===== src/hdl/profilePkg.sv =====
package profilePkg;

  localparam int DataWidth = 32;
  localparam int IdWidth = 8;

  localparam int NumCounters = 4;
  localparam int CounterBaseId = 11; // Slot i answers CounterBaseId + i.

  localparam int ResetCycles = 16;
  localparam int ResetCountWidth = $clog2(ResetCycles + 1);

  // Command bits carried in valueA.
  localparam int CmdEnableBit = 0;
  localparam int CmdDisableBit = 1;
  localparam int CmdClearBit = 2;

  typedef struct packed {
    logic [IdWidth-1:0]   id;
    logic [DataWidth-1:0] valueA;
    logic [DataWidth-1:0] valueB;
  } ciRequest_t;

  typedef struct packed {
    logic                 done;
    logic [DataWidth-1:0] result;
  } ciResponse_t;

  // Slot i counts bit i, so dCacheMiss goes to slot 0.
  typedef struct packed {
    logic stall;
    logic busIdle;
    logic iCacheMiss;
    logic dCacheMiss;
  } profileEvents_t;

endpackage

===== src/hdl/profileUnit.sv =====
`timescale 1ns/1ns

module profileUnit (
  input  logic                             s_systemClock,
  input  logic                             s_pllLocked,
  input  logic                             ciReq,
  input  profilePkg::ciRequest_t           ciRequest,
  input  profilePkg::profileEvents_t       events,
  output logic                             ciAck,
  output logic [profilePkg::DataWidth-1:0] ciResult,
  output logic                             systemReady
);

  logic                                 start;
  profilePkg::ciRequest_t               issued;
  profilePkg::ciResponse_t              responses [profilePkg::NumCounters];
  logic [profilePkg::NumCounters-1:0]   eventVector;

  assign eventVector = events;

  resetSequencer u_resetSequencer (
    .s_systemClock(s_systemClock),
    .s_pllLocked  (s_pllLocked),
    .systemReady  (systemReady)
  );

  ciIssue u_ciIssue (
    .s_systemClock(s_systemClock),
    .s_pllLocked  (s_pllLocked),
    .systemReady  (systemReady),
    .ciReq        (ciReq),
    .ciRequest    (ciRequest),
    .start        (start),
    .issued       (issued)
  );

  for (genvar i = 0; i < profilePkg::NumCounters; i++) begin : gSlot
    profileCounterSlot #(
      .SlotIndex(i)
    ) u_profileCounterSlot (
      .s_systemClock(s_systemClock),
      .s_pllLocked  (s_pllLocked),
      .systemReady  (systemReady),
      .start        (start),
      .countEvent   (eventVector[i]),
      .issued       (issued),
      .response     (responses[i])
    );
  end

  ciCollect u_ciCollect (
    .s_systemClock(s_systemClock),
    .s_pllLocked  (s_pllLocked),
    .systemReady  (systemReady),
    .ciReq        (ciReq),
    .start        (start),
    .responses    (responses),
    .ciAck        (ciAck),
    .ciResult     (ciResult)
  );

endmodule


===== src/hdl/ciCollect.sv =====
`timescale 1ns/1ns

module ciCollect (
  input  logic                             s_systemClock,
  input  logic                             s_pllLocked,
  input  logic                             systemReady,
  input  logic                             ciReq,
  input  logic                             start,
  input  profilePkg::ciResponse_t          responses [profilePkg::NumCounters],
  output logic                             ciAck,
  output logic [profilePkg::DataWidth-1:0] ciResult
);

  profilePkg::ciResponse_t mergedResponse;

  // Wired-OR of all slot answers; idle slots drive zeros.
  always_comb begin
    mergedResponse = '0;
    for (int i = 0; i < profilePkg::NumCounters; i++) begin
      mergedResponse = profilePkg::ciResponse_t'(mergedResponse | responses[i]);
    end
  end

  always_ff @(posedge s_systemClock or negedge s_pllLocked) begin
    if (!s_pllLocked) begin
      ciAck <= 1'b0;
    end else if (!systemReady) begin
      ciAck <= 1'b0;
    end else if (start) begin
      ciAck <= 1'b1; // Also for an unclaimed id.
    end else if (ciAck && !ciReq) begin
      ciAck <= 1'b0;
    end
  end

  // Held until the next start, so it is stable for the whole ack phase.
  always_ff @(posedge s_systemClock) begin
    if (start) begin
      ciResult <= mergedResponse.done ? mergedResponse.result : '0;
    end
  end

endmodule


===== src/hdl/profileCounterSlot.sv =====
`timescale 1ns/1ns

module profileCounterSlot #(
  parameter int SlotIndex = 0
) (
  input  logic                    s_systemClock,
  input  logic                    s_pllLocked,
  input  logic                    systemReady,
  input  logic                    start,
  input  logic                    countEvent,
  input  profilePkg::ciRequest_t  issued,
  output profilePkg::ciResponse_t response
);

  localparam logic [profilePkg::IdWidth-1:0] SlotId =
    profilePkg::IdWidth'(profilePkg::CounterBaseId + SlotIndex);

  logic [profilePkg::DataWidth-1:0] eventCount;
  logic                             countEnabled;
  logic                             hit;
  logic                             cmdEnable;
  logic                             cmdDisable;
  logic                             cmdClear;

  assign hit = start && (issued.id == SlotId);
  assign cmdEnable = issued.valueA[profilePkg::CmdEnableBit];
  assign cmdDisable = issued.valueA[profilePkg::CmdDisableBit];
  assign cmdClear = issued.valueA[profilePkg::CmdClearBit];

  // Answer with the count as it stood before this command.
  assign response.done = hit;
  assign response.result = hit ? eventCount : '0;

  always_ff @(posedge s_systemClock or negedge s_pllLocked) begin
    if (!s_pllLocked) begin
      eventCount <= '0;
      countEnabled <= 1'b0;
    end else if (!systemReady) begin
      eventCount <= '0;
      countEnabled <= 1'b0;
    end else begin
      if (hit && cmdClear) begin
        eventCount <= '0;
      end else if (countEnabled && countEvent) begin
        eventCount <= eventCount + 1'b1; // Wraps.
      end
      if (hit) begin
        if (cmdDisable) begin
          countEnabled <= 1'b0; // Disable wins.
        end else if (cmdEnable) begin
          countEnabled <= 1'b1;
        end
      end
    end
  end

endmodule


===== src/hdl/ciIssue.sv =====
`timescale 1ns/1ns

module ciIssue (
  input  logic                   s_systemClock,
  input  logic                   s_pllLocked,
  input  logic                   systemReady,
  input  logic                   ciReq,
  input  profilePkg::ciRequest_t ciRequest,
  output logic                   start,
  output profilePkg::ciRequest_t issued
);

  typedef enum logic {
    idleState,
    waitLowState
  } issueState_t;

  issueState_t issueState;
  logic        acceptRequest;

  assign acceptRequest = (issueState == idleState) && ciReq;

  always_ff @(posedge s_systemClock or negedge s_pllLocked) begin
    if (!s_pllLocked) begin
      issueState <= idleState;
      start <= 1'b0;
    end else if (!systemReady) begin
      issueState <= idleState;
      start <= 1'b0;
    end else begin
      start <= acceptRequest; // One cycle only.
      case (issueState)
        idleState: begin
          if (ciReq) begin
            issueState <= waitLowState;
          end
        end
        waitLowState: begin
          if (!ciReq) begin
            issueState <= idleState; // Host finished the handshake.
          end
        end
        default: issueState <= idleState;
      endcase
    end
  end

  // Slots see a stable id and operands during start.
  always_ff @(posedge s_systemClock) begin
    if (acceptRequest) begin
      issued <= ciRequest;
    end
  end

endmodule


===== src/hdl/resetSequencer.sv =====
`timescale 1ns/1ns

module resetSequencer (
  input  logic s_systemClock,
  input  logic s_pllLocked,
  output logic systemReady
);

  logic [profilePkg::ResetCountWidth-1:0] resetCount;

  localparam logic [profilePkg::ResetCountWidth-1:0] ReleaseCount =
    profilePkg::ResetCountWidth'(profilePkg::ResetCycles);

  // Holds at zero until the PLL locks, then saturates.
  always_ff @(posedge s_systemClock or negedge s_pllLocked) begin
    if (!s_pllLocked) begin
      resetCount <= '0;
    end else if (resetCount != ReleaseCount) begin
      resetCount <= resetCount + 1'b1;
    end
  end

  assign systemReady = (resetCount == ReleaseCount);

endmodule


===== config.mk =====
export PLATFORM = sky130hd
export DESIGN_NAME = profileUnit
export DESIGN_NICKNAME = d
export VERILOG_FILES = /design/src/hdl/profilePkg.sv /design/src/hdl/profileUnit.sv /design/src/hdl/ciCollect.sv /design/src/hdl/profileCounterSlot.sv /design/src/hdl/ciIssue.sv /design/src/hdl/resetSequencer.sv
export SDC_FILE = /design/constraint.sdc
export NUM_CORES = 1
export LEC_CHECK = 0
export BUFFER_PORTS_ARGS = -buffer_cell sky130_fd_sc_hd__buf_2
export CORE_MARGIN = 8
export CORE_UTILIZATION = 55
export DETAILED_ROUTE_END_ITERATION = 6
export PLACE_DENSITY_LB_ADDON = 0.3
export SLEW_MARGIN = 20
export SYNTH_ARGS = -nofsm -noshare
export SYNTH_HDL_FRONTEND = slang
export SYNTH_SLANG_ARGS = --single-unit

===== constraint.sdc =====
create_clock -name s_systemClock -period 4.8 [get_ports s_systemClock]
set_input_delay 0.96 -clock s_systemClock [delete_from_list [all_inputs] [get_ports s_systemClock]]
set_output_delay 0.96 -clock s_systemClock [all_outputs]
set_load 0.01 [all_outputs]

==> results of run 1 <==
## power breakdown
group          leakage (nW)  internal [W]  switching, W
sequential             2.31       0.00162     0.0000174
clock                 0.302      0.000822      0.000602
combinational          1.23     0.0000236     0.0000575
total                  3.85       0.00246      0.000677
## worst max-delay path: cells and delay by family (launching register included)
| family | cells | cell delay, ns |
|---|---|---|
| adders and majority gates | 1 | 0.13 |
| buffers and inverters | 3 | 0.79 |
| DFF | 1 | 0.42 |
| and+or+nand+nor | 1 | 0.39 |
## placed cells by master, fill, tap and decap left out, types with 9 or more instances in the layout
| master | instances |
|---|---|
| xor2_1 | 17 |
| nand4_1 | 32 |
| nand2_1 | 55 |
| xnor2_1 | 34 |
| a221o_1 | 31 |
| a21oi_1 | 82 |
| o21ai_0 | 23 |
| or3_1 | 26 |
| nor2_1 | 86 |
| buf_2 | 50 |
| or4_1 | 58 |
| dfrtp_1 | 140 |
| a22oi_1 | 32 |
| and3_1 | 9 |
| and4_1 | 18 |
| edfxtp_1 | 43 |
| nand3_1 | 47 |
| nor3_1 | 9 |
| clkbuf_16 | 17 |
| inv_1 | 16 |
| o31ai_1 | 49 |
| nor4_1 | 16 |
## area by class of cell
| cell class | count | area (um2) | area share [%] |
|---|---|---|---|
| inverter | 16 | 60.1 | 0.582 |
| timing repair buffer | 59 | 322 | 3.12 |
| tap | 220 | 275 | 2.67 |
| clock buffer | 17 | 425 | 4.12 |
| clock inverter | 15 | 176 | 1.71 |
| multi-input combinational | 673 | 4260 | 41.3 |
| sequential | 183 | 4790 | 46.5 |
## final timing paths
check                                                                to                            from  cells after the start  slack, ns
max                                                         systemReady  u_resetSequencer.resetCount[0]                      5       1.67
min                                      u_resetSequencer.resetCount[3]  u_resetSequencer.resetCount[3]                      1       0.50
max reg2reg                 gSlot[2].u_profileCounterSlot.eventCount[8]            u_ciIssue.issued[69]                      5       1.91
min reg2reg                              u_resetSequencer.resetCount[3]  u_resetSequencer.resetCount[3]                      1       0.50
max in group asynchronous  gSlot[2].u_profileCounterSlot.eventCount[26]                     s_pllLocked                      2       3.31
min in group asynchronous                u_resetSequencer.resetCount[2]                     s_pllLocked                      1       0.52
## flip-flops by register name, indices dropped and copies added (netlist names)
register,flops
gSlot.u_profileCounterSlot.eventCount,128
u_resetSequencer.resetCount,5
u_ciCollect.ciAck,1
u_ciIssue.start,1
gSlot.u_profileCounterSlot.countEnabled,4
u_ciIssue.issueState,1
u_ciCollect.ciResult,32
u_ciIssue.issued,11
## through the flow
step	std cells	util, %	hold slack (ns)	cell area, um2
final	1183	62.2	0.501	10300
after global routing	1183	62.2	0.516	10300
after CTS	1183	62.2	0.502	10300
after detailed placement	1151	58.6	0.489	9720
after global placement	1151	58.6	0.465	9720
after floorplan	934	-	0.445	9360
## routing by layer
layer	vias up	track usage, %	wire (um)
li1	3633	-	-
met1	3771	28.6	9730
met2	288	31.9	10400
met3	31	5.28	1490
met4	0	7.73	482
met5	-	0	0
## cell families after synthesis
group | Yosys count
compound gates | 230
xor+xnor | 51
fa+ha+maj | 6
buf+inv | 78
flops | 183
mux | 2
simple gates | 384
==> flow_metrics.tcl, run 1 <==
set metrics [dict create \
    fin_crit_sh_pct 65.2 \
    drc_errors 0 \
    yosys.area.top_type_share_pct 37.4 \
    hold_violations 0 \
    drtIter0Drc 923 \
    async_flop_share_pct 76.5 \
    die_w_um 146 \
    pin_count 113 \
    synth_xor_area_share_pct 4.77 \
    post_route_cells_drive_above_1_share_pct 10.5 \
    synth_cells 934 \
    synth-main-ff-cell "dfrtp_1" \
    period_needed_ns 3.13 \
    cts_max_level 4 \
    fp-row-count 47 \
    grt.overflow.total 0 \
    cpPeakStageDelay_ns 0.50 \
    fin_nets 1035 \
    ant_nets 0 \
    routed_via_density 6.53 \
    grt_pass1_wl_mm 36.8 \
    firstDrtPassIters 5 \
    drv_cap 0 \
    hpwl_mm 14.9 \
    synth_compound_area_share_pct 16.6 \
    fin_skew_ns 0.0110 \
    power_leakage_nw 3.85 \
    numCtsBuffers 17 \
    synth_fa_ha_area_share_pct 0.802 \
    yosysTopAreaCell "dfrtp_1" \
    grtUsageTotal_pct 21.0 \
    totalWireLength_mm 22.1 \
    critPathMaxFanout 12 \
    crit_top_cell "inv_1" \
    yosysMostFrequentCell "dfrtp_1" \
    n_antenna_cell 0 \
    post-cts-setup-buffer-count 0 \
    ys_top_cells_by_count "140 x dfrtp_1, 86 x nor2_1, 82 x a21oi_1" \
    final_max_slew_viol_count 0 \
    finalPower_w 0.00314 \
    cts-hold-fix-buffers 0 \
    fin_tns_setup_ns 0 \
    grt_max_degree 63 \
    yosys.area_share.simple_pct 23.2 \
    cts_tree "built" \
    clock_sinks 183 \
    grt_pass1_vias 7241 \
    netlist_area_um2 9360 \
    wire_per_inst_um 18.7 \
    yosys_warnings 0 \
    slew_headroom_pct 25.5 \
    worst_path_max_delay_cell "inv_1" \
    max_freq_ghz 0.320 \
    start_util_pct 56.4 \
    rsz0062_at_grt "false" \
    clock_tree.buffer_depth 2 \
    startpoint_type "flip-flop" \
    cp_cell_sequence "inv_1 -> ha_1 -> nand4bb_1 -> inv_1 -> buf_2" \
    syn_nets 1019 \
    fin_ws_ns 1.67 \
    p_per_area_nw_per_um2 304 \
    die-area_um2 21400 \
    clk_pin_slew_ns 0.07 \
    fillers 1354 \
    synth_cell_types 45 \
    synthToLayoutAreaGrowth_pct 10.3 \
    synth-seq-cells 183 \
    synth_top_family_by_area "simple AND/OR/NAND/NOR gates" \
    insertion_delay_ns 0.44 \
    antenna_found_initial 0 \
    avgSynthCellArea_um2 10.0 \
    route.vias.total 7723 \
    coreArea_um2 16600 \
    vdd_ir_drop_max_v 0.000233 \
    synth_area_leaders "dfrtp_1 37%, edfxtp_1 14%, or4_1 4.7%" \
    yosysSeqAreaShare_pct 51.3 \
    setup_violations 0 \
    clockRootBuffer "clkbuf_16" \
    portBuffers 51 \
    synth_mux_area_share_pct 0.214 \
    end_kind "output port" \
    place_ws_ns 1.63 \
    critical_path_class "reg2out" \
    synth-edff-count 43 \
    die_h_um 146 \
    cp.required_ns 3.84 \
    arrival_ns 2.17 \
    hold_class "reg2reg" \
    worstMarginPinSlew_ns 1.11 \
    place.gp.congestion 0.835 \
    status "completed" \
    cts.repair.resized 0 \
]
No activity file was read; power rests on OpenSTA's default activity.
==> run 2: changes to the inputs <==
ABC_AREA = 1   (was not set)
CORE_UTILIZATION = 54   (was 55)
clock period = 2.71 ns   (was 4.8 ns; I/O delays follow)
==> run 2 against run 1 <==
  * Global-route usage increased by 4.1 points
  * Sequential share of layout area is 6.2 points lower
  * Sequential power up 77%
  * Power rose by 80%
  * Critical endpoint unchanged
  * Register-to-register slack worse by 1.5 ns
  * Sequential cell count did not move
  * Clock power rose by 82%
  * Critical path depth did not move
  * Die area increased by 15%
  * Critical path type unchanged
==> flow_metrics.tcl, run 2 <==
set metrics [dict create \
    fin_skew_ns 0.0215 \
    yosysMostFrequentCell "nand2_1" \
    synth-main-ff-cell "dfrtp_1" \
    worstMarginPinSlew_ns 1.00 \
    fin_nets 1609 \
    fillers 1808 \
    grt.overflow.total 0 \
    pin_count 113 \
    max_freq_ghz 0.427 \
    synth_mux_area_share_pct 0 \
    clock_tree.buffer_depth 2 \
    grt_max_degree 66 \
    vdd_ir_drop_max_v 0.000426 \
    antenna_found_initial 0 \
    grtUsageTotal_pct 25.1 \
    startpoint_type "flip-flop" \
    ys_top_cells_by_count "376 x nand2_1, 217 x nor2_1, 206 x inv_1" \
    clock_sinks 183 \
    die_h_um 157 \
    totalWireLength_mm 29.5 \
    synth_xor_area_share_pct 1.71 \
    n_antenna_cell 0 \
    dpl_cell_area_um2 11300 \
    finalPower_w 0.00564 \
    final_common_cell "nand2_1" \
    die-area_um2 24800 \
    fin_crit_sh_pct 86.5 \
    place.gp.congestion 0.919 \
    status "completed" \
    slew_headroom_pct 32.7 \
    hold_class "in2async" \
    yosysSeqAreaShare_pct 44.5 \
    async_flop_share_pct 76.5 \
    grt_pass1_wl_mm 48.6 \
    post-cts-setup-buffer-count 0 \
    yosysTopAreaCell "dfrtp_1" \
    hold_violations 0 \
    cp_cell_sequence "inv_1 -> ha_1 -> nand3_4 -> clkinv_4 -> buf_2" \
    drv_cap 0 \
    synth_compound_area_share_pct 7.89 \
    clk_pin_slew_ns 0.07 \
    cts_max_level 4 \
    netlist_area_um2 10800 \
    synth-seq-cells 183 \
    clockRootBuffer "clkbuf_16" \
    wire_per_inst_um 16.4 \
    critPathMaxFanout 25 \
    yosys_warnings 0 \
    firstDrtPassIters 6 \
    cts_tree "built" \
    coreArea_um2 19500 \
    numCtsBuffers 17 \
    drc_errors 0 \
    fp-row-count 51 \
    grt_pass1_vias 9510 \
    finalInstanceArea_um2 11900 \
    hpwl_mm 22.0 \
    die_w_um 157 \
    rsz0062_at_grt "false" \
    largest_register "gSlot.u_profileCounterSlot.eventCount" \
    regArea_um2 4800 \
    arrival_ns 1.80 \
    drtIter0Drc 1197 \
    power_leakage_nw 5.51 \
    insertion_delay_ns 0.45 \
    multiInputGateArea_um2 4980 \
    synth_area_leaders "dfrtp_1 32%, nand2_1 13%, edfxtp_1 12%" \
    fin_tns_setup_ns 0 \
    worst_path_max_delay_cell "dfrtp_1" \
    yosys.area_share.simple_pct 35.9 \
    synth_cell_types 44 \
    cp.required_ns 2.17 \
    cp_top_family "buffers and inverters" \
    final_max_slew_viol_count 0 \
    reg_top3 "gSlot.u_profileCounterSlot.eventCount: 128 flops, u_ciCollect.ciResult: 32 flops, u_ciIssue.issued: 11 flops" \
    end_kind "output port" \
    avgSynthCellArea_um2 7.33 \
    cts.repair.resized 0 \
    synthToLayoutAreaGrowth_pct 10.3 \
    synth-edff-count 43 \
    cpPeakStageDelay_ns 0.40 \
    largest_reg_flops 128 \
    p_per_area_nw_per_um2 474 \
    ant_nets 0 \
    critical_path_class "reg2out" \
    start_util_pct 55.2 \
    layout_common_cells "376 x nand2_1, 217 x nor2_1, 206 x inv_1, 139 x dfrtp_1, 116 x nand3_1" \
    synth_cells 1472 \
    route.vias.total 10020 \
    portBuffers 51 \
    routed_via_density 5.56 \
    synth_fa_ha_area_share_pct 0.696 \
    setup_violations 0 \
    syn_nets 1557 \
    synth_top_family_by_area "simple AND/OR/NAND/NOR gates" \
    crit_buf_inv 3 \
    cts-hold-fix-buffers 0 \
    yosys.area.top_type_share_pct 32.5 \
    post_route_cells_drive_above_1_share_pct 10.8 \
    period_needed_ns 2.34 \
]
run 2: routing by layer:
metal	up-vias	wire, um	GRT usage (%)
met5	-	0	0
met1	4711	13300	34.7
met4	0	927	10.1
met3	60	1890	3.18
met2	390	13400	39.4
li1	4859	-	-
run 2: kinds of logic after synthesis:
group           count (synthesis)
compound gates                148
xor+xnor                       21
fa+ha+maj                       6
buf+inv                       246
flops                         183
simple gates                  868
run 2: area by class of cell:
cell class,instances,area share [%]
clock buffer,20,3.75
clock inverter,12,1.28
inverter,214,6.79
multi-input combinational,1043,41.9
sequential,183,40.3
tap,265,2.79
timing repair buffer,65,3.19
run 2: through the flow:
| step | utilization [%] | instances | hold WS, ns | worst slack, ns |
|---|---|---|---|---|
| detailed placement | 57.9 | 1770 | 0.436 | 0.480 |
| global route | 60.9 | 1802 | 0.155 | 0.219 |
| CTS | 60.9 | 1802 | 0.123 | 0.340 |
| floorplan | - | 1472 | 0.246 | 0.528 |
| finish | 60.9 | 1802 | 0.100 | 0.366 |
| global placement | 57.9 | 1770 | 0.416 | 0.533 |
run 2: path summary, 6_finish.rpt:
path,startpoint,endpoint,slack (ns),depth (start not counted)
max,u_resetSequencer.resetCount[0],systemReady,0.37,5
min,s_pllLocked,gSlot[3].u_profileCounterSlot.eventCount[7],0.10,1
max reg2reg,u_ciIssue.issued[65],u_ciCollect.ciResult[31],0.42,7
min reg2reg,u_ciIssue.issueState,u_ciIssue.start,0.44,1
max in group asynchronous,s_pllLocked,gSlot[1].u_profileCounterSlot.eventCount[24],1.78,2
min in group s_systemClock,ciRequest[69],u_ciIssue.issued[69],0.27,1
run 2: power by group:
part	leakage, nW	switching, W	internal [W]
Sequential	2.34	0.0000217	0.00286
Clock	0.282	0.00111	0.00148
Combinational	2.89	0.000124	0.0000448
